--- src/rtl/cpuBusPkg.sv ---
package cpuBusPkg;

	// Two 8-bit lanes make up the data bus
	localparam int DataWidth = 16;
	localparam int LaneWidth = DataWidth / 2;

	// Sequencer state, one instruction is four phases
	typedef enum logic [2:0] {
		Stopped = 3'd0,	// Halted, in debug or in reset
		Fetch   = 3'd1,	// PC on the bus, instruction latched
		Decode  = 3'd2,
		Execute = 3'd3,	// Bus request sampled at the end
		Commit  = 3'd4	// Data strobes active
	} phaseT;

	// Memory operation of the current instruction
	typedef enum logic [1:0] {
		SeqNone  = 2'd0,
		SeqRead  = 2'd1,
		SeqWrite = 2'd2
	} busSeqT;

	// Address source during execute and commit
	typedef enum logic [2:0] {
		AddrPc    = 3'd0,
		AddrAluR  = 3'd1,	// ALU result
		AddrAluB  = 3'd2,	// ALU B operand
		AddrHere  = 3'd3,
		AddrDebug = 3'd4	// Monitor address
	} addrSelT;

endpackage

--- src/rtl/addressSelect.sv ---
`timescale 1ns/1ns

module addressSelect #(
	parameter int AddrWidth = 16
) (
	input  logic                     fetch,
	input  cpuBusPkg::addrSelT       addrSel,
	input  logic [AddrWidth-1:0]     pcA,
	input  logic [AddrWidth-1:0]     aluR,
	input  logic [AddrWidth-1:0]     aluBData,
	input  logic [AddrWidth-1:0]     here,
	input  logic [AddrWidth-1:0]     debugMa,
	output logic [AddrWidth-1:0]     addr
);

	logic [AddrWidth-1:0] execAddr;	// Source picked for execute and commit

	always_comb begin
		case (addrSel)
			cpuBusPkg::AddrPc:    execAddr = pcA;
			cpuBusPkg::AddrAluR:  execAddr = aluR;
			cpuBusPkg::AddrAluB:  execAddr = aluBData;
			cpuBusPkg::AddrHere:  execAddr = here;
			cpuBusPkg::AddrDebug: execAddr = debugMa;	// Monitor selects like any source
			default:              execAddr = pcA;
		endcase
	end

	// Instruction fetch always uses the program counter
	always_comb begin
		if (fetch)
			addr = pcA;
		else
			addr = execAddr;
	end

endmodule

--- src/rtl/busController.sv ---
`timescale 1ns/1ns

module busController (
	input  logic                CLK,
	input  logic                rst,
	input  logic                fetch,
	input  logic                execute,
	input  logic                commit,
	input  cpuBusPkg::busSeqT   busSeq,
	input  logic                byteMode,
	input  logic                addrLsb,
	output logic                rdN,
	output logic                wrN0,
	output logic                wrN1,
	output logic                highByte
);

	logic dataRead;	// Data read pending for commit
	logic isWrite;
	logic lane0En;
	logic lane1En;

	// Lane enables for the request seen in execute
	assign isWrite = (busSeq == cpuBusPkg::SeqWrite);
	assign lane0En = !byteMode || !addrLsb;
	assign lane1En = !byteMode || addrLsb;

	always_ff @(posedge CLK) begin
		if (rst) begin
			dataRead <= 1'b0;
			wrN0     <= 1'b1;
			wrN1     <= 1'b1;
			highByte <= 1'b0;
		end else if (execute) begin
			dataRead <= (busSeq == cpuBusPkg::SeqRead);
			wrN0     <= !(isWrite && lane0En);
			wrN1     <= !(isWrite && lane1En);
			highByte <= byteMode && addrLsb;	// Odd byte sits in the upper lane
		end else if (commit) begin
			dataRead <= 1'b0;
			wrN0     <= 1'b1;
			wrN1     <= 1'b1;
			highByte <= 1'b0;
		end
	end

	// Read strobe covers instruction fetch and the data read in commit
	assign rdN = !(fetch || dataRead);

	rdWrExclusive: assert property (@(posedge CLK) disable iff (rst)
		!(!rdN && (!wrN0 || !wrN1)));

	// Writes only ever land in the commit phase
	wrOnlyInCommit: assert property (@(posedge CLK) disable iff (rst)
		(!wrN0 || !wrN1) |-> commit);

endmodule

--- src/rtl/dataLaneSteer.sv ---
`timescale 1ns/1ns

module dataLaneSteer (
	input  logic [cpuBusPkg::DataWidth-1:0] regADout,
	input  logic [cpuBusPkg::DataWidth-1:0] din,
	input  logic                            byteMode,
	input  logic                            highByte,
	output logic [cpuBusPkg::DataWidth-1:0] dout,
	output logic [cpuBusPkg::DataWidth-1:0] readData
);

	localparam int Lw = cpuBusPkg::LaneWidth;

	logic [Lw-1:0] laneByte;	// Byte picked from the read bus

	// Write side
	always_comb begin
		if (highByte)
			dout = {regADout[Lw-1:0], {Lw{1'b0}}};	// Low byte moved up
		else
			dout = regADout;
	end

	// Read side
	assign laneByte = highByte ? din[2*Lw-1:Lw] : din[Lw-1:0];

	always_comb begin
		if (byteMode)
			readData = {{Lw{1'b0}}, laneByte};	// Zero-extended byte
		else
			readData = din;
	end

endmodule

--- src/rtl/memFrontEnd.sv ---
`timescale 1ns/1ns

module memFrontEnd #(
	parameter int AddrWidth = 16
) (
	input  logic                            CLK,
	input  logic                            rst,
	input  logic                            halt,
	input  logic                            debugStop,
	input  logic                            debugStepReq,
	input  logic [cpuBusPkg::DataWidth-1:0] din,
	input  cpuBusPkg::addrSelT              addrSel,
	input  cpuBusPkg::busSeqT               busSeq,
	input  logic                            byteMode,
	input  logic [AddrWidth-1:0]            pcA,
	input  logic [AddrWidth-1:0]            aluR,
	input  logic [AddrWidth-1:0]            aluBData,
	input  logic [AddrWidth-1:0]            here,
	input  logic [AddrWidth-1:0]            debugMa,
	input  logic [cpuBusPkg::DataWidth-1:0] regADout,
	output logic                            fetch,
	output logic                            decode,
	output logic                            execute,
	output logic                            commit,
	output logic                            stopped,
	output logic                            debugActive,
	output logic                            debugStepAck,
	output logic                            pcEn,
	output logic [cpuBusPkg::DataWidth-1:0] instruction,
	output logic [AddrWidth-1:0]            addr,
	output logic [cpuBusPkg::DataWidth-1:0] dout,
	output logic [cpuBusPkg::DataWidth-1:0] readData,
	output logic                            rdN,
	output logic                            wrN0,
	output logic                            wrN1,
	output logic                            highByte
);

	phaseSequencer seq0 (
		.CLK(CLK), .rst(rst), .halt(halt), .debugStop(debugStop),
		.debugStepReq(debugStepReq), .din(din),
		.fetch(fetch), .decode(decode), .execute(execute), .commit(commit),
		.stopped(stopped), .debugActive(debugActive), .debugStepAck(debugStepAck),
		.pcEn(pcEn), .instruction(instruction)
	);

	addressSelect #(.AddrWidth(AddrWidth)) addrSel0 (
		.fetch(fetch), .addrSel(addrSel), .pcA(pcA), .aluR(aluR),
		.aluBData(aluBData), .here(here), .debugMa(debugMa), .addr(addr)
	);

	busController busCtl0 (
		.CLK(CLK), .rst(rst), .fetch(fetch), .execute(execute), .commit(commit),
		.busSeq(busSeq), .byteMode(byteMode),
		.addrLsb(addr[0]),	// Byte lane select
		.rdN(rdN), .wrN0(wrN0), .wrN1(wrN1), .highByte(highByte)
	);

	dataLaneSteer steer0 (
		.regADout(regADout), .din(din), .byteMode(byteMode), .highByte(highByte),
		.dout(dout), .readData(readData)
	);

endmodule

--- src/rtl/phaseSequencer.sv ---
`timescale 1ns/1ns

module phaseSequencer (
	input  logic                             CLK,
	input  logic                             rst,
	input  logic                             halt,
	input  logic                             debugStop,
	input  logic                             debugStepReq,
	input  logic [cpuBusPkg::DataWidth-1:0]  din,
	output logic                             fetch,
	output logic                             decode,
	output logic                             execute,
	output logic                             commit,
	output logic                             stopped,
	output logic                             debugActive,
	output logic                             debugStepAck,
	output logic                             pcEn,
	output logic [cpuBusPkg::DataWidth-1:0]  instruction
);

	cpuBusPkg::phaseT state;
	logic stepPending;	// Step requested, not started yet
	logic stepRun;	// Current instruction is a single step

	assign stopped = (state == cpuBusPkg::Stopped);
	assign fetch   = (state == cpuBusPkg::Fetch);
	assign decode  = (state == cpuBusPkg::Decode);
	assign execute = (state == cpuBusPkg::Execute);
	assign commit  = (state == cpuBusPkg::Commit);
	assign pcEn    = commit;	// PC advances once per instruction

	always_ff @(posedge CLK) begin
		if (rst) begin
			state        <= cpuBusPkg::Stopped;
			debugActive  <= 1'b0;
			debugStepAck <= 1'b0;
			stepPending  <= 1'b0;
			stepRun      <= 1'b0;
		end else begin
			debugStepAck <= 1'b0;
			if (debugStepReq && debugActive)
				stepPending <= 1'b1;
			case (state)
				cpuBusPkg::Stopped: begin
					if (debugActive) begin
						if (!debugStop) begin
							debugActive <= 1'b0;	// Monitor released the CPU
							stepPending <= 1'b0;
						end else if (stepPending) begin
							state       <= cpuBusPkg::Fetch;
							stepPending <= 1'b0;
							stepRun     <= 1'b1;
						end
					end else if (!halt) begin
						state <= cpuBusPkg::Fetch;
					end
				end
				cpuBusPkg::Fetch:   state <= cpuBusPkg::Decode;
				cpuBusPkg::Decode:  state <= cpuBusPkg::Execute;
				cpuBusPkg::Execute: state <= cpuBusPkg::Commit;
				cpuBusPkg::Commit: begin
					if (stepRun) begin
						state        <= cpuBusPkg::Stopped;
						stepRun      <= 1'b0;
						debugStepAck <= 1'b1;	// Pulse right after the step's commit
					end else if (debugStop) begin
						state       <= cpuBusPkg::Stopped;
						debugActive <= 1'b1;
					end else if (halt) begin
						state <= cpuBusPkg::Stopped;
					end else begin
						state <= cpuBusPkg::Fetch;
					end
				end
				default: state <= cpuBusPkg::Stopped;
			endcase
		end
	end

	// Instruction word comes off the bus at the end of fetch
	always_ff @(posedge CLK) begin
		if (fetch)
			instruction <= din;
	end

	phaseOneHot: assert property (@(posedge CLK) disable iff (rst)
		$onehot0({fetch, decode, execute, commit}));

endmodule

--- config.mk ---
export PLATFORM = sky130hd
export DESIGN_NAME = memFrontEnd
export DESIGN_NICKNAME = d
export VERILOG_FILES = /design/src/rtl/cpuBusPkg.sv /design/src/rtl/addressSelect.sv /design/src/rtl/busController.sv /design/src/rtl/dataLaneSteer.sv /design/src/rtl/memFrontEnd.sv /design/src/rtl/phaseSequencer.sv
export SDC_FILE = /design/constraint.sdc
export NUM_CORES = 1
export LEC_CHECK = 0
export BUFFER_PORTS_ARGS = -buffer_cell sky130_fd_sc_hd__buf_4
export CAP_MARGIN = 25
export CORE_AREA = 2 2 77 79
export CTS_BUF_LIST = sky130_fd_sc_hd__clkbuf_4 sky130_fd_sc_hd__clkbuf_8
export CTS_CLUSTER_SIZE = 20
export DETAILED_ROUTE_END_ITERATION = 10
export DIE_AREA = 0 0 79 81
export PLACE_DENSITY_LB_ADDON = 0.3
export SLEW_MARGIN = 20
export SYNTH_ARGS = -nofsm -noshare
export SYNTH_HDL_FRONTEND = slang
export SYNTH_SLANG_ARGS = --single-unit
export TNS_END_PERCENT = 50
--- constraint.sdc ---
create_clock -name CLK -period 5.9 [get_ports CLK]
set_input_delay 1.18 -clock CLK [delete_from_list [all_inputs] [get_ports CLK]]
set_output_delay 1.18 -clock CLK [all_outputs]
set_load 0.1 [all_outputs]
==> qor.csv <==
stage,metric,value,unit
sta,rsz0062_at_grt,no,
cts,cts_buffers,3,
detailed_routing,drt-initial-drc-count,82,
synth,syn-instance-count,219,
hold_path,holdPathEnd,busCtl0.dataRead,
worst_setup_path,crit_top_cell,buf_4,
layout,drive_gt1_share,55.72,%
placed_design,dpl.hpwl,5515,µm
worst_setup_path,r2r_start,seq0.state[1],
synth,synth.distinct_cells,41,
die,row_count,28,
layout,syn_to_final_growth,73.35,%
detailed_routing,routed_wirelength,6847,µm
worst_setup_path,crit_path_top_delay_cell,nor2b_1,
hold_path,hold_depth,2,
grt,grt_pass1_vias,2160,
die,start_util,36.31,%
sta,fin_crit,4030,ps
cts,cts.repair.resized,0,
sta,finalCritPeriodShare,68.31,%
grt,grt_overflow,0,
hold_path,hp-start,busCtl0.dataRead,
detailed_routing,avgViaCountPerCell,5.021,
layout,n_fill_cell,511,
sta,timing.fmax,0.2481,GHz
worst_setup_path,critPathCaptureType,output pin,
cts,cts.sinks,27,
cts,clockBufferDepth,2,
layout,diodes,0,
worst_setup_path,path_class,primary input to output pin,
cts,root_buffer,clkbuf_8,
sta,worst_pin_slew,728.1,ps
sta,drv_slew,0,
worst_setup_path,start_kind,primary input,
synth,synth_area,0.002061,mm²
synth,seq_area_frac_synth,34.00,%
sta,setup_ws,1870,ps
sta,fin_hold_ws,480.6,ps
hold_path,hold_path_class,flip-flop to flip-flop,
die,core_area,0.005675,mm²
detailed_routing,final_antenna_net_count,0,
die,dieWidth,79,µm
detailed_routing,wl_per_cell,14.35,µm
worst_setup_path,cp_cell_sequence,buf_4 > nor2b_1 > a22oi_1 > o22a_1 > o21ai_0 > buf_4,
synth,synth-seq-cells,27,
synth,yosys_warnings,0,
outcome,status,completed,
synth,syn-num-nets,342,
synth,synthArstFlopShare,0,%
placed_design,numPortBuffers,198,
worst_setup_path,cp.required,4720,ps
cts,post_cts.repair.setup_buffers,0,
grt,track_usage,18.90,%
cts,htreeDepth,1,
detailed_routing,dr.pass1.iters,4,
sta,final-setup-viol-count,0,
synth,avgSynthCellArea,9.410,µm²
power,power,841.5,µW
worst_setup_path,worstPathMaxFanout,24,
power,cellPowerDensity,235.6,mW/mm²
power,peakVddDrop,0.1517,mV
grt,grt_start_max_net_pins,34,
sta,hold_viol_final,0,
worst_setup_path,rr_worst_depth,5,
worst_setup_path,cp.arrival,2850,ps
cts,clk_pin_slew,90,ps
placed_design,post-place-ws,1898,ps
layout,final_net_count,526,
cts,clock_latency,260,ps
sta,slew_headroom,51.39,%
grt,antenna_found_initial,0,
placed_design,gp_congestion,0.7929,
detailed_routing,num_vias,2395,
worst_setup_path,reg2reg_slack,3950,ps
grt,grt_pass1_wl,9811,µm
die,pin_count,199,
power,power.leakage,0.001662,µW
detailed_routing,drc_errors,0,
sta,fin_setup_tns,0,ps
sta,finClkSkew,4.986,ps
job,drv_cap,0,
die,die_h,81,µm
cts,cts_tree,built,
synth,synth_edf_count,16,
worst_setup_path,slowest_delay,560,ps
worst_setup_path,worstReg2RegEnd,busCtl0.highByte,
cts,cts_hold_buf,0,
die,dieArea,0.006399,mm²
synth,synth_top_flop_cell,edfxtp_1,
## metal layers
layer | share of wire [%] | GRT usage [%] | vias up
met5 | 0 | 0 | -
met4 | 0.69 | 4.138 | 0
met3 | 9.3 | 4.667 | 4
met2 | 52 | 34.24 | 115
met1 | 38 | 22.71 | 1090
li1 | - | - | 1186
## state kept, by name (all words and copies together) (netlist names)
signal,cells
seq0.debugActive,1
busCtl0.dataRead,1
busCtl0.highByte,1
seq0.state,3
seq0.stepRun,1
busCtl0.wrN0,1
seq0.instruction,16
seq0.debugStepAck,1
busCtl0.wrN1,1
seq0.stepPending,1
## placed cells by master, fill, tap and decap left out, types with 6 or more instances in the layout
cell        n
buf_4     199
nand2_1    19
nor2b_1    19
mux2_2     16
edfxtp_1   16
mux2i_1    15
a22oi_1    15
o22a_1     15
dfxtp_1    11
o21ai_1     9
o21ai_0     9
nor2_1      6
## cell families after synthesis
| kind of cell | count (synthesis) | share of synthesized area (%) |
|---|---|---|
| compound gates | 64 | 21.98 |
| flops | 27 | 34.00 |
| xor+xnor | 1 | 0.4251 |
| mux | 31 | 16.03 |
| buf+inv | 25 | 6.982 |
| simple gates | 71 | 20.58 |
## where the power goes
group | leakage [µW] | total [µW] | internal (µW) | switching [µW]
Combinational | 0.00140 | 515 | 140 | 375
Sequential | 0.000238 | 221 | 213 | 8.54
Clock | 0.0000262 | 106 | 52.8 | 52.7
## stage by stage
| step | std cells | instance area (µm²) | utilization, % |
|---|---|---|---|
| 2_1_floorplan | 219 | 2061 | - |
| 3_3_place_gp | 473 | 3523 | 62.08 |
| 3_5_place_dp | 473 | 3523 | 62.08 |
| 4_1_cts | 477 | 3572 | 62.94 |
| 5_1_grt | 477 | 3572 | 62.94 |
| 6_report | 477 | 3572 | 62.94 |
## critical path: cells and delay by family
kind / cells / cell delay, ps
and+or+nand+nor: 1 / 560
buffers and inverters: 2 / 590
AOI/OAI and AO/OA: 3 / 500
## area by class of cell
type	instances	area (µm²)	share of cell area [%]
Timing Repair Buffer	199	1494	41.82
Multi-Input combinational cell	167	1216	34.05
Sequential cell	27	700.7	19.61
Tap cell	75	93.84	2.627
Clock buffer	4	48.80	1.366
Inverter	5	18.77	0.5254
## how the worst max path moves through the flow
stage | from | to | slack [ps] | cells past startpoint
after floorplan | addrSel[2] | addr[15] | 750 | 6
after global placement | addrSel[1] | addr[4] | 1920 | 6
after detailed placement | addrSel[1] | addr[0] | 1900 | 6
after CTS | addrSel[1] | addr[2] | 1900 | 6
after global routing | addrSel[1] | addr[4] | 1650 | 6
final | addrSel[1] | addr[2] | 1870 | 6
## cell usage after synthesis (all sizes together) (2+ instances only)
cell type   n  share of area, %
o22a       15               6.4
mux2i      15               7.3
nor4b       2              0.85
nor2        6               1.1
nand2b      2              0.61
a31oi       2              0.61
clkbuf      4              0.79
nor3b       3               1.6
nand3b      5               2.4
o31ai       3               1.1
edfxtp     16                23
or3         3               1.2
mux2       16               8.7
o21ai      18               4.4
nand3       3              0.73
nand2      19               3.5
a21oi       5               1.2
buf        16               5.3
dfxtp      11                11
nor2b      20               6.2
nor3        5               1.2
nand4b      2              0.85
a22oi      15               5.5
inv         5              0.91
(Power assumes the default switching activity.)
